<file path="config.mk">
export PLATFORM = sky130hd
export DESIGN_NAME = main_board
export DESIGN_NICKNAME = d
export VERILOG_FILES = /design/src/logic/board_ctrl_pkg.sv /design/src/logic/bus_map_pkg.sv /design/src/logic/main_board.sv /design/src/logic/vblank_irq.sv /design/src/logic/sound_link.sv /design/src/logic/cpu_io_registers.sv /design/src/logic/io_decoder.sv /design/src/logic/clock_enables.sv
export SDC_FILE = /design/constraint.sdc
export NUM_CORES = 1
export LEC_CHECK = 0
export BUFFER_PORTS_ARGS = -buffer_cell sky130_fd_sc_hd__buf_2
export CAP_MARGIN = 25
export CORE_MARGIN = 1.5
export CORE_UTILIZATION = 52
export CTS_BUF_LIST = sky130_fd_sc_hd__clkbuf_8 sky130_fd_sc_hd__clkbuf_16
export CTS_CLUSTER_SIZE = 12
export DETAILED_ROUTE_END_ITERATION = 8
export PLACE_DENSITY = 0.76
export SLEW_MARGIN = 5
export SYNTH_ARGS = -nofsm -noshare
export SYNTH_HDL_FRONTEND = slang
export SYNTH_SLANG_ARGS = --single-unit
</file>
<file path="constraint.sdc">
create_clock -name clk_49m -period 2.11 [get_ports clk_49m]
set_input_delay 0.1055 -clock clk_49m [delete_from_list [all_inputs] [get_ports clk_49m]]
set_output_delay 0.1055 -clock clk_49m [all_outputs]
set_load 0.02 [all_outputs]
</file>
<file path="src/logic/board_ctrl_pkg.sv">
package board_ctrl_pkg;

	// Hold count for stretched pulses to the sound board
	// The sound board samples on cen_3m, once every 16 clocks
	localparam logic [3:0] stretch_hold = 4'd15;

	// Width of the master clock divider
	localparam int div_width = 4;

	// ==============================
	// Control-side types
	// ==============================

	// Outputs of the LS259 main latch that the board actually uses
	typedef struct packed {
		logic irq_enable;
		logic stars_enable;
		logic sound_mute;
		logic flip_x;
		logic flip_y;
	} latch_t;

	// Player controls, active high
	// fire is {bomb, right, left} and joy is {down, up, right, left}
	typedef struct packed {
		logic [2:0] fire;
		logic [3:0] joy;
	} player_in_t;

	// Everything that crosses over to the sound board
	typedef struct packed {
		logic [7:0] data;
		logic       cmd_strobe;
		logic       irq_trigger;
		logic       cs_controls_dip1;
		logic       cs_dip2;
		logic       a5;
		logic       a6;
	} sound_o_t;

endpackage

</file>
<file path="src/logic/bus_map_pkg.sv">
package bus_map_pkg;

	// ==============================
	// Address map constants
	// ==============================

	// I/O page tags, compared against addr[15:4]
	localparam logic [11:0] tag_palette  = 12'h800;
	localparam logic [11:0] tag_scroll   = 12'h810;
	localparam logic [11:0] tag_watchdog = 12'h812;
	localparam logic [11:0] tag_dsw2     = 12'h816;
	localparam logic [11:0] tag_in0      = 12'h818;
	localparam logic [11:0] tag_in1      = 12'h81A;
	localparam logic [11:0] tag_in2      = 12'h81C;
	localparam logic [11:0] tag_dsw1     = 12'h81E;

	// The main latch spans 0x8200-0x8207, so only addr[15:3] is compared
	localparam logic [12:0] tag_latch = 13'h1040;

	// Write-only pages, compared against addr[15:8]
	localparam logic [7:0] tag_bank     = 8'h83;
	localparam logic [7:0] tag_soundon  = 8'h86;
	localparam logic [7:0] tag_soundcmd = 8'h87;

	// Value seen by the CPU when nothing drives the data bus
	localparam logic [7:0] open_bus_data = 8'hFF;
	localparam int palette_entries = 16;
	// Nine 4KB graphics banks sit behind the 0x9000 window
	localparam int bank_count = 9;

	// ==============================
	// Bus and decode types
	// ==============================

	typedef struct packed {
		logic [15:0] addr;
		logic [7:0]  data;
		logic        rnw;
	} cpu_bus_t;

	typedef enum logic [2:0] {
		region_none,
		region_videoram,
		region_workram,
		region_bankrom,
		region_mainrom
	} mem_region_e;

	// Selects ending in _wr are already qualified with the write direction
	typedef struct packed {
		logic palette;
		logic scroll;
		logic watchdog;
		logic dsw2;
		logic in0;
		logic in1;
		logic in2;
		logic dsw1;
		logic latch_wr;
		logic bank_wr;
		logic soundon_wr;
		logic soundcmd_wr;
		logic scroll_wr;
		logic palette_wr;
	} io_sel_t;

endpackage
</file>
<file path="src/logic/main_board.sv">
`timescale 1ns/1ps

module main_board (
	input  logic                              clk_49m,
	input  logic                              reset,
	input  logic                              pause_i,
	input  logic                              vblank_i,
	input  bus_map_pkg::cpu_bus_t             bus_i,
	input  board_ctrl_pkg::player_in_t        p1_i,
	input  board_ctrl_pkg::player_in_t        p2_i,
	input  logic [7:0]                        controls_dip_i,
	input  logic [7:0]                        ext_data_i,
	output logic [7:0]                        cpu_din_o,
	output bus_map_pkg::mem_region_e          region_o,
	output logic [$clog2(bus_map_pkg::bank_count)-1:0] rom_bank_o,
	output board_ctrl_pkg::latch_t            latch_o,
	output board_ctrl_pkg::sound_o_t          sound_o,
	output logic                              irq_n_o,
	output logic                              cpu_e_o,
	output logic                              cpu_q_o
);

	logic                 cen_6m;
	logic                 cen_3m;
	bus_map_pkg::io_sel_t sel;

	// ==============================
	// Clocking
	// ==============================

	clock_enables clk_en_i (
		.clk_49m  (clk_49m),
		.reset    (reset),
		.pause_i  (pause_i),
		.cen_6m_o (cen_6m),
		.cen_3m_o (cen_3m),
		.cpu_e_o  (cpu_e_o),
		.cpu_q_o  (cpu_q_o)
	);

	// ==============================
	// CPU side
	// ==============================

	io_decoder decoder_i (
		.bus_i    (bus_i),
		.sel_o    (sel),
		.region_o (region_o)
	);

	cpu_io_registers regs_i (
		.clk_49m        (clk_49m),
		.reset          (reset),
		.cen_6m_i       (cen_6m),
		.cen_3m_i       (cen_3m),
		.bus_i          (bus_i),
		.sel_i          (sel),
		.region_i       (region_o),
		.p1_i           (p1_i),
		.p2_i           (p2_i),
		.controls_dip_i (controls_dip_i),
		.ext_data_i     (ext_data_i),
		.cpu_din_o      (cpu_din_o),
		.latch_o        (latch_o),
		.rom_bank_o     (rom_bank_o)
	);

	// Command and IRQ lines toward the sound board
	sound_link sound_i (
		.clk_49m (clk_49m),
		.reset   (reset),
		.bus_i   (bus_i),
		.sel_i   (sel),
		.sound_o (sound_o)
	);

	vblank_irq irq_i (
		.clk_49m      (clk_49m),
		.reset        (reset),
		.cen_6m_i     (cen_6m),
		.vblank_i     (vblank_i),
		.irq_enable_i (latch_o.irq_enable),
		.irq_n_o      (irq_n_o)
	);

endmodule

</file>
<file path="src/logic/vblank_irq.sv">
`timescale 1ns/1ps

module vblank_irq (
	input  logic clk_49m,
	input  logic reset,
	input  logic cen_6m_i,
	input  logic vblank_i,
	input  logic irq_enable_i,
	output logic irq_n_o
);

	logic vblank_q;
	logic phase;

	// The game expects one interrupt every other frame
	// phase flips on each vblank edge and the IRQ fires while it was clear
	// Once asserted, the IRQ stays low until the enable is written to 0
	always_ff @(posedge clk_49m) begin
		if (!reset) begin
			vblank_q <= 1'b0;
			phase    <= 1'b0;
			irq_n_o  <= 1'b1;
		end else if (cen_6m_i) begin
			vblank_q <= vblank_i;
			if (!irq_enable_i) begin
				// Acknowledge is done by clearing the enable bit
				irq_n_o <= 1'b1;
			end else if (vblank_i && !vblank_q) begin
				phase <= ~phase;
				if (!phase) begin
					irq_n_o <= 1'b0;
				end
			end
		end
	end

endmodule

</file>
<file path="src/logic/sound_link.sv">
`timescale 1ns/1ps

module sound_link (
	input  logic                    clk_49m,
	input  logic                    reset,
	input  bus_map_pkg::cpu_bus_t   bus_i,
	input  bus_map_pkg::io_sel_t    sel_i,
	output board_ctrl_pkg::sound_o_t sound_o
);

	logic [7:0] cmd_data;
	// Index 0 is the command strobe, index 1 the sound IRQ trigger
	logic [1:0] trig;
	logic [1:0] pulse;
	logic [3:0] hold [2];

	assign trig = {sel_i.soundon_wr, sel_i.soundcmd_wr};

	// The CPU drops its data a cycle after the write
	// The latch keeps the last byte for the slower sound board
	always_ff @(posedge clk_49m) begin
		if (sel_i.soundcmd_wr) begin
			cmd_data <= bus_i.data;
		end
	end

	// ==============================
	// Pulse stretchers
	// ==============================

	// Each trigger reloads its hold count, so a fresh write restarts the stretch
	// The pulse only falls once the count has run down to zero
	always_ff @(posedge clk_49m) begin
		if (!reset) begin
			pulse <= '0;
			for (int i = 0; i < 2; i++) begin
				hold[i] <= '0;
			end
		end else begin
			for (int i = 0; i < 2; i++) begin
				if (trig[i]) begin
					pulse[i] <= 1'b1;
					hold[i]  <= board_ctrl_pkg::stretch_hold;
				end else if (hold[i] != '0) begin
					hold[i] <= hold[i] - 4'd1;
				end else begin
					pulse[i] <= 1'b0;
				end
			end
		end
	end

	// Sound board selects and address lines
	// A5 and A6 are crossed so the sound board's input mux lands on P1 at 0x81A0
	// and on P2 at 0x81C0
	always_comb begin
		sound_o.data             = cmd_data;
		sound_o.cmd_strobe       = pulse[0];
		sound_o.irq_trigger      = pulse[1];
		sound_o.cs_controls_dip1 = sel_i.in0 | sel_i.in1 | sel_i.in2 | sel_i.dsw1;
		sound_o.cs_dip2          = sel_i.dsw2;
		sound_o.a5               = bus_i.addr[6];
		sound_o.a6               = bus_i.addr[5];
	end

endmodule

</file>
<file path="src/logic/cpu_io_registers.sv">
`timescale 1ns/1ps

module cpu_io_registers (
	input  logic                              clk_49m,
	input  logic                              reset,
	input  logic                              cen_6m_i,
	input  logic                              cen_3m_i,
	input  bus_map_pkg::cpu_bus_t             bus_i,
	input  bus_map_pkg::io_sel_t              sel_i,
	input  bus_map_pkg::mem_region_e          region_i,
	input  board_ctrl_pkg::player_in_t        p1_i,
	input  board_ctrl_pkg::player_in_t        p2_i,
	input  logic [7:0]                        controls_dip_i,
	input  logic [7:0]                        ext_data_i,
	output logic [7:0]                        cpu_din_o,
	output board_ctrl_pkg::latch_t            latch_o,
	output logic [$clog2(bus_map_pkg::bank_count)-1:0] rom_bank_o
);

	logic [7:0] palette_mem [bus_map_pkg::palette_entries];
	logic [$clog2(bus_map_pkg::palette_entries)-1:0] pal_idx;
	logic [7:0] scroll_q;

	assign pal_idx = bus_i.addr[$clog2(bus_map_pkg::palette_entries)-1:0];

	// Player port byte as the CPU sees it
	// Bit 7 is tied high and the controls read back active low
	function automatic logic [7:0] player_byte(input board_ctrl_pkg::player_in_t p);
		return {1'b1, ~p.fire, ~p.joy};
	endfunction

	// ==============================
	// Write-side registers
	// ==============================

	// Palette file, written on any clock
	always_ff @(posedge clk_49m) begin
		if (sel_i.palette_wr) begin
			palette_mem[pal_idx] <= bus_i.data;
		end
	end

	// Scroll byte only moves on the pixel clock enable
	always_ff @(posedge clk_49m) begin
		if (cen_6m_i && sel_i.scroll_wr) begin
			scroll_q <= bus_i.data;
		end
	end

	// ROM bank picks one of the nine graphics ROMs from the low data bits
	always_ff @(posedge clk_49m) begin
		if (!reset) begin
			rom_bank_o <= '0;
		end else if (cen_3m_i && sel_i.bank_wr) begin
			rom_bank_o <= bus_i.data[$clog2(bus_map_pkg::bank_count)-1:0];
		end
	end

	// Main latch behaves like an LS259
	// A[2:0] picks the output and D0 is the value stored
	// Outputs 1 to 3 drive coin counters and are not modelled
	always_ff @(posedge clk_49m) begin
		if (!reset) begin
			latch_o <= '0;
		end else if (cen_3m_i && sel_i.latch_wr) begin
			case (bus_i.addr[2:0])
				3'd0: latch_o.irq_enable <= bus_i.data[0];
				3'd4: latch_o.stars_enable <= bus_i.data[0];
				3'd5: latch_o.sound_mute <= bus_i.data[0];
				3'd6: latch_o.flip_x <= bus_i.data[0];
				3'd7: latch_o.flip_y <= bus_i.data[0];
				default: begin
				end
			endcase
		end
	end

	// ==============================
	// CPU read multiplexer
	// ==============================

	// I/O windows come first since they overlap no memory region
	always_comb begin
		if (sel_i.palette) begin
			cpu_din_o = palette_mem[pal_idx];
		end else if (sel_i.scroll) begin
			cpu_din_o = scroll_q;
		end else if (sel_i.watchdog) begin
			// Watchdog reset location reads as all ones
			cpu_din_o = bus_map_pkg::open_bus_data;
		end else if (sel_i.in1) begin
			cpu_din_o = player_byte(p1_i);
		end else if (sel_i.in2) begin
			cpu_din_o = player_byte(p2_i);
		end else if (sel_i.dsw2 | sel_i.in0 | sel_i.dsw1) begin
			// Coins and DIP switches are muxed on the sound board
			cpu_din_o = controls_dip_i;
		end else begin
			case (region_i)
				bus_map_pkg::region_workram,
				bus_map_pkg::region_bankrom,
				bus_map_pkg::region_mainrom,
				bus_map_pkg::region_videoram: cpu_din_o = ext_data_i;
				default: cpu_din_o = bus_map_pkg::open_bus_data;
			endcase
		end
	end

endmodule

</file>
<file path="src/logic/io_decoder.sv">
`timescale 1ns/1ps

module io_decoder (
	input  bus_map_pkg::cpu_bus_t    bus_i,
	output bus_map_pkg::io_sel_t     sel_o,
	output bus_map_pkg::mem_region_e region_o
);

	logic        wr;
	logic [11:0] tag16;
	logic [12:0] tag8;
	logic [7:0]  page;

	assign wr    = ~bus_i.rnw;
	assign tag16 = bus_i.addr[15:4];
	assign tag8  = bus_i.addr[15:3];
	assign page  = bus_i.addr[15:8];

	// ==============================
	// I/O selects in 0x8000-0x87FF
	// ==============================

	always_comb begin
		// Readable windows, direction left open
		sel_o.palette  = (tag16 == bus_map_pkg::tag_palette);
		sel_o.scroll   = (tag16 == bus_map_pkg::tag_scroll);
		sel_o.watchdog = (tag16 == bus_map_pkg::tag_watchdog);
		sel_o.dsw2     = (tag16 == bus_map_pkg::tag_dsw2);
		sel_o.in0      = (tag16 == bus_map_pkg::tag_in0);
		sel_o.in1      = (tag16 == bus_map_pkg::tag_in1);
		sel_o.in2      = (tag16 == bus_map_pkg::tag_in2);
		sel_o.dsw1     = (tag16 == bus_map_pkg::tag_dsw1);

		// Write strobes
		sel_o.latch_wr    = (tag8 == bus_map_pkg::tag_latch) & wr;
		sel_o.bank_wr     = (page == bus_map_pkg::tag_bank) & wr;
		sel_o.soundon_wr  = (page == bus_map_pkg::tag_soundon) & wr;
		sel_o.soundcmd_wr = (page == bus_map_pkg::tag_soundcmd) & wr;
		sel_o.scroll_wr   = sel_o.scroll & wr;
		sel_o.palette_wr  = sel_o.palette & wr;
	end

	// ==============================
	// Memory regions
	// ==============================

	// The I/O page at 0x8000-0x87FF falls through to region_none
	always_comb begin
		if (!bus_i.addr[15]) begin
			// 32KB video RAM at 0x0000-0x7FFF
			region_o = bus_map_pkg::region_videoram;
		end else if (bus_i.addr[15:11] == 5'b10001) begin
			// 2KB work RAM at 0x8800-0x8FFF
			region_o = bus_map_pkg::region_workram;
		end else if (bus_i.addr[15:12] == 4'h9) begin
			// Banked graphics ROM window at 0x9000-0x9FFF
			region_o = bus_map_pkg::region_bankrom;
		end else if (bus_i.addr[15:13] >= 3'b101) begin
			// Program ROM covers 0xA000-0xFFFF
			region_o = bus_map_pkg::region_mainrom;
		end else begin
			region_o = bus_map_pkg::region_none;
		end
	end

endmodule

</file>
<file path="src/logic/clock_enables.sv">
`timescale 1ns/1ps

module clock_enables (
	input  logic clk_49m,
	input  logic reset,
	input  logic pause_i,
	output logic cen_6m_o,
	output logic cen_3m_o,
	output logic cpu_e_o,
	output logic cpu_q_o
);

	logic [board_ctrl_pkg::div_width-1:0] div;

	// Free-running divider of the 49.152 MHz master clock
	always_ff @(posedge clk_49m) begin
		if (!reset) begin
			div <= '0;
		end else begin
			div <= div + 1'b1;
		end
	end

	// 6.144 MHz enable fires when the low three bits wrap
	assign cen_6m_o = (div[board_ctrl_pkg::div_width-2:0] == '0);
	// 3.072 MHz enable fires once per full divider cycle
	assign cen_3m_o = (div == '0);

	// E and Q for the MC6809E, one full cycle every 16 master clocks
	// Q trails E by a quarter period, i.e. 4 clocks
	// Pausing freezes both, which stalls the CPU mid-cycle
	always_ff @(posedge clk_49m) begin
		if (!reset) begin
			cpu_e_o <= 1'b0;
			cpu_q_o <= 1'b0;
		end else if (!pause_i) begin
			case (div)
				4'd0:  cpu_e_o <= 1'b1;
				4'd4:  cpu_q_o <= 1'b1;
				4'd8:  cpu_e_o <= 1'b0;
				4'd12: cpu_q_o <= 1'b0;
				default: begin
				end
			endcase
		end
	end

endmodule

</file>
Word level (Yosys, flattened, before mapping)
Memory sizes are Yosys's and may differ from the RTL's.
Cells that the tools add are included.
{"block": "word_totals", "regBits": 36, "ramBits": 136, "input_bits": 59, "out_inout_bits": 37, "wordCells": 136, "n_memories": 2}
{"block": "op_classes", "add_sub_neg": 3, "order_cmp": 1, "eq_ne": 29, "muxes": 41, "bitwise": 22, "reduce_logical": 22}
{"name": "regs_i.palette_mem", "words": 16, "width": 8, "rd": 1, "rd_clocked_by_memory_dff": 0, "write_ports": 1, "line_no": "cpu_io_registers.sv:20", "rtl": "logic [7:0] palette_mem [bus_map_pkg::palette_entries];"}
{"name": "sound_i.hold", "words": 2, "width": 4, "rd": 2, "rd_clocked_by_memory_dff": 0, "write_ports": 2, "line_no": "sound_link.sv:15", "rtl": "logic [3:0] hold [2];"}
{"cell": "== test 12 bit, second input constant", "n": 8}
{"cell": "2-to-1 mux 8 bit", "n": 7}
{"cell": "== test 8 bit, second input constant", "n": 3}
{"cell": "2-to-1 mux 1 bit", "n": 24}
{"cell": "2-to-1 mux 4 bit", "n": 4}
{"cell": "== test 3 bit, second input constant", "n": 5}
{"cell": "AND reduction 2 bit", "n": 7}
{"cell": "== test 13 bit, second input constant", "n": 1}
{"cell": "== test 4 bit, second input constant", "n": 3}
{"cell": "2-to-1 mux 3 bit", "n": 4}
{"cell": "bitwise OR 1 bit", "n": 9}
{"cell": "inverter 4 bit", "n": 2}
{"cell": "nonzero test 4 bit", "n": 2}
{"cell": "subtractor 4 x 1 -> 4 bit, second input constant", "n": 2}
{"cell": "AND 1 bit", "n": 6}
{"cell": "== test 3 x 2 -> 1 bit, second input constant", "n": 2}
{"cell": "logical NOT 3 bit", "n": 2}
{"cell": "inequality test 2 bit, second input constant", "n": 3}
{"cell": "inverter 3 bit", "n": 2}
{"cell": "AND reduction 3 bit", "n": 2}
{"cell": "== test 5 bit, second input constant", "n": 1}
{"cell": "adder 4 x 1 -> 4 bit, second input constant", "n": 1}
{"cell": "== test 4 x 3 -> 1 bit, second input constant", "n": 1}
{"cell": "logical AND 1 bit", "n": 4}
{"cell": "9 further kinds", "n": 13}

Depth between registers and ports, before layout
{"block": "depth", "word_depth": 14, "mapped_depth": 8, "mapped_depth_nobuf": 7}

Cells and area by module
Synthesis repeated with hierarchy kept, for this count alone.
{"block": "hier_totals", "cells_unflattened": 529, "area_unflattened_um2": 7621.1}
{"mod": "cpu_io_registers", "instances": 1, "cells_each": 397, "area_per_inst_um2": 6150.9, "seq_area_each_um2": 4264.1}
{"mod": "sound_link", "instances": 1, "cells_each": 53, "area_per_inst_um2": 812.0, "seq_area_each_um2": 520.5}
{"mod": "clock_enables", "instances": 1, "cells_each": 27, "area_per_inst_um2": 295.3, "seq_area_each_um2": 120.1}
{"mod": "io_decoder", "instances": 1, "cells_each": 39, "area_per_inst_um2": 229.0, "seq_area_each_um2": 0.0}
{"mod": "vblank_irq", "instances": 1, "cells_each": 13, "area_per_inst_um2": 133.9, "seq_area_each_um2": 60.1}

Worst setup path before layout
Ideal clock, no wire load.
{"block": "synth_timing", "path_kind": "input -> register", "start": "input port bus_i[15] (netlist name)", "end": "memory regs_i.palette_mem[0][0] (enable)", "setup_time_ns": 0.383, "arrival_time_ns": 1.869, "t_required_ns": 1.727, "slack_ns": -0.142, "stages": 5, "n_path_buf": 1, "cell_sequence": "buf_2 -> or4_4 -> or2_1 -> or3_1 -> nor3_1"}
{"block": "synth_between", "elab_chain_len": 4}
{"item": "from (decl)", "line_no": "main_board.sv:8", "rtl": "input bus_map_pkg::cpu_bus_t bus_i,"}
{"item": "== test 12 bit", "line_no": "io_decoder.sv:25", "rtl": "sel_o.palette = (tag16 == bus_map_pkg::tag_palette);"}
{"item": "AND 1 bit", "line_no": "io_decoder.sv:40", "rtl": "sel_o.palette_wr = sel_o.palette & wr;"}
{"item": "2-to-1 mux 1 bit", "line_no": "cpu_io_registers.sv:38", "rtl": "if (sel_i.palette_wr) begin"}
{"item": "2-to-1 mux 1 bit (not written as such)", "line_no": "cpu_io_registers.sv:39", "rtl": "palette_mem[pal_idx] <= bus_i.data;"}
{"item": "to (decl)", "line_no": "cpu_io_registers.sv:20"}
Every way passes these cells.

Final worst setup path
{"block": "layout_timing", "start": "memory regs_i.palette_mem[11][2]", "end": "output port cpu_din_o[2]"}
{"block": "layout_between", "elab_chain_len": 2}
{"item": "memory (16 x 8 bit)"}
{"item": "2-to-1 mux 8 bit", "line_no": "cpu_io_registers.sv:84", "rtl": "if (sel_i.palette) begin"}
{"item": "to (decl)", "line_no": "main_board.sv:13", "rtl": "output logic [7:0] cpu_din_o,"}
Every way passes these cells.

==> out/metrics.cfg <==
[timing]
slew_headroom_pct=44.3
period_share_pct=105
hold_violations=0
slew_viol_final=0
rsz0062_at_grt=true
fmax_mhz=450
period_minus_slack_ns=2.22
whs_ns=0.119
tightest_slew_ns=0.833
setup_viol=5
setup_slack_ns=-0.114
final.setup_skew_ns=0.00318

[setup_path]
crit_required_ns=2.00
arrival_ns=2.12
reg2reg_setup_slack_ns=0.19
crit_path_max_fanout=1
crit_start=regs_i.palette_mem[11][2]
endpoint_kind=output pin
critPathKind=flip-flop to output pin
start_kind=flip-flop
rr_startpoint=clk_en_i.div[3]

[routing]
drt_iter0_markers=453
final_antenna_net_count=0
num_vias=4852
wire_per_inst_um=21.3
viasPerCell=5.94
drt_wl_total_mm=17.4
drc_errors=0
drt_first_pass_iters=5

[floorplan]
io_pins=96
start_util_pct=53.2
row_count=43
chipHeight_um=122
die_w_um=122
core_mm2=0.0138
die_area_mm2=0.0149

[cells_and_area]
stdcell_count=817
drive_above_1_share_pct=36.3
diodes=0
layout.nets=687
syn2layout_area_growth_pct=23.4

[placed_design]
gp_congestion=0.877
port_buffers=95
dp_hpwl_mm=11.9
dp.cells=781

[status]
violations=setup timing
status=finished, violations left

[yosys]
yosysTopAreaCellShare_pct=62.1
ys_async_sr_fraction_pct=0
synth_area_mm2=0.00735
synth-seq-cells=172
synthesis.instances=483
synthTopCellsByArea=edfxtp_1 62%, mux4_2 8.3%, dfxtp_1 5.4%
synth_edf_count=152
yosys_most_used_dff=edfxtp_1
synth_area_leader_cell=edfxtp_1
syn_nets=546
post-synth-top-count-cell=edfxtp_1
synth_warnings=0
synth.avg_cell_area_um2=15.2
ys_seq_area_share_pct=67.5
synth_common_cells=152 x edfxtp_1, 52 x nor2_1, 27 x mux4_2
synth_cell_types=62

[cts]
clock_sinks=172
clock_latency_ns=0.43
path_clk_slew_ns=0.06
clockRootBuffer=clkbuf_16
numCtsBuffers=17
cts_max_level=4
cts_tree=built
cts_buffer_depth=2

[global_route]
grt.total_usage_pct=24.4
antenna_found_initial=0
grt-ovfl-total=0
grt_max_degree=25
grt_pass1_wl_mm=25.8
first_global_vias=4769

[pwr]
switchingPower_w=0.00172
comb_power_share_pct=10.7
power.share.clock_pct=39.8
leakage_nw=3.34
internal-power_w=0.00612
p_sw_share_pct=21.9
peakVddDrop_mv=0.531
p_per_area_mw_per_mm2=863
p_seq_share_pct=49.6

[min_path]
worstHoldPathType=input port to flip-flop
hp-start=bus_i[3]

[run]
cap_violations=0

[worst max-delay path, cell delays in order (launching register included)]
cell	delay, ns
edfxtp_1	0.39
mux4_2	0.49
mux2_2	0.29
o211ai_1	0.24
o21ai_1	0.10
buf_2	0.17
[cells in the final DEF, fill, tap and decap left out, types with 6 or more instances in the layout]
master,instances
buf_4,45
a21oi_1,10
nor2_1,49
edfxtp_1,152
o21ai_0,6
o22ai_1,10
dfxtp_1,20
nand3_1,8
inv_1,21
mux2i_1,21
nor2b_1,6
nor3_1,10
nand4_1,6
or3_1,7
nand2_1,20
mux2_2,6
buf_2,93
mux4_2,27
clkbuf_16,21
[final cells by class]
class,count,area [um2]
Clock buffer,26,594
Multi-Input combinational cell,273,2320
Fill cell,918,4760
Inverter,17,63.8
Timing Repair Buffer,143,873
Sequential cell,172,4960
Tap cell,180,225
Clock inverter,6,25.0
[repair_timing]
action,CTS,global route
hold endpoints to repair,4,0
hold buffers,3,0
buffers inserted,0,1
resized for setup,8,13
pin swaps,7,6
setup endpoints to repair,8,8
[state kept, by name, summed over array words and instances, names as in the netlist]
signal / cells
regs_i.scroll_q: 8
clk_en_i.cpu_q_o: 1
irq_i.vblank_q: 1
irq_i.irq_n_o: 1
regs_i.rom_bank_o: 4
irq_i.phase: 1
clk_en_i.div: 4
clk_en_i.cpu_e_o: 1
regs_i.latch_o: 5
regs_i.palette_mem: 128
sound_i.cmd_data: 8
sound_i.hold: 8
sound_i.pulse: 2
[final timing paths]
| path | cells past startpoint | end |
|---|---|---|
| setup / recovery | 5 | cpu_din_o[2] |
| hold / removal | 1 | regs_i.palette_mem[8][2] |
| setup reg to reg | 5 | regs_i.latch_o[3] |
| hold reg to reg | 1 | clk_en_i.div[0] |
[metal layers]
layer / track usage [%] / part of all wire [%] / vias up
li1: - / - / 2157
met1: 30.3 / 39 / 2390
met2: 40.3 / 50 / 265
met3: 7.02 / 9.0 / 40
met4: 10.2 / 2.7 / 0
met5: 0 / 0 / -
[kinds of logic after synthesis]
kind of cell	synth area share (%)
DFF	67.5
adders and majority gates	0.681
buffers and inverters	2.30
xor gates and xnor gates	0.715
and+or+nand+nor	11.3
AOI/OAI and AO/OA	4.56
muxes	12.9
[per-stage QoR]
| step | instance area (um2) | power (W) | worst slack, ns | utilization [%] | TNS (ns) |
|---|---|---|---|---|---|
| 2_1_floorplan | 7360 | 0.00445 | -0.0538 | - | -1.86 |
| 3_3_place_gp | 8310 | 0.00472 | -0.0101 | 60.1 | -0.127 |
| 3_5_place_dp | 8310 | 0.00475 | -0.0549 | 60.1 | -0.870 |
| 4_1_cts | 9010 | 0.00786 | -0.179 | 65.2 | -0.411 |
| 5_1_grt | 9070 | 0.00808 | -0.207 | 65.6 | -0.538 |
| 6_report | 9070 | 0.00783 | -0.114 | 65.6 | -0.282 |
[power by group through the flow]
stage / combinational [W] / clock (W) / sequential (W)
5_1_grt: 0.000913 / 0.00327 / 0.00389
2_1_floorplan: 0.000505 / 0 / 0.00395
3_3_place_gp: 0.000769 / 0 / 0.00395
6_report: 0.000836 / 0.00311 / 0.00388
3_5_place_dp: 0.000800 / 0 / 0.00395
4_1_cts: 0.000819 / 0.00316 / 0.00388
Power figures use the tool's default switching activity.
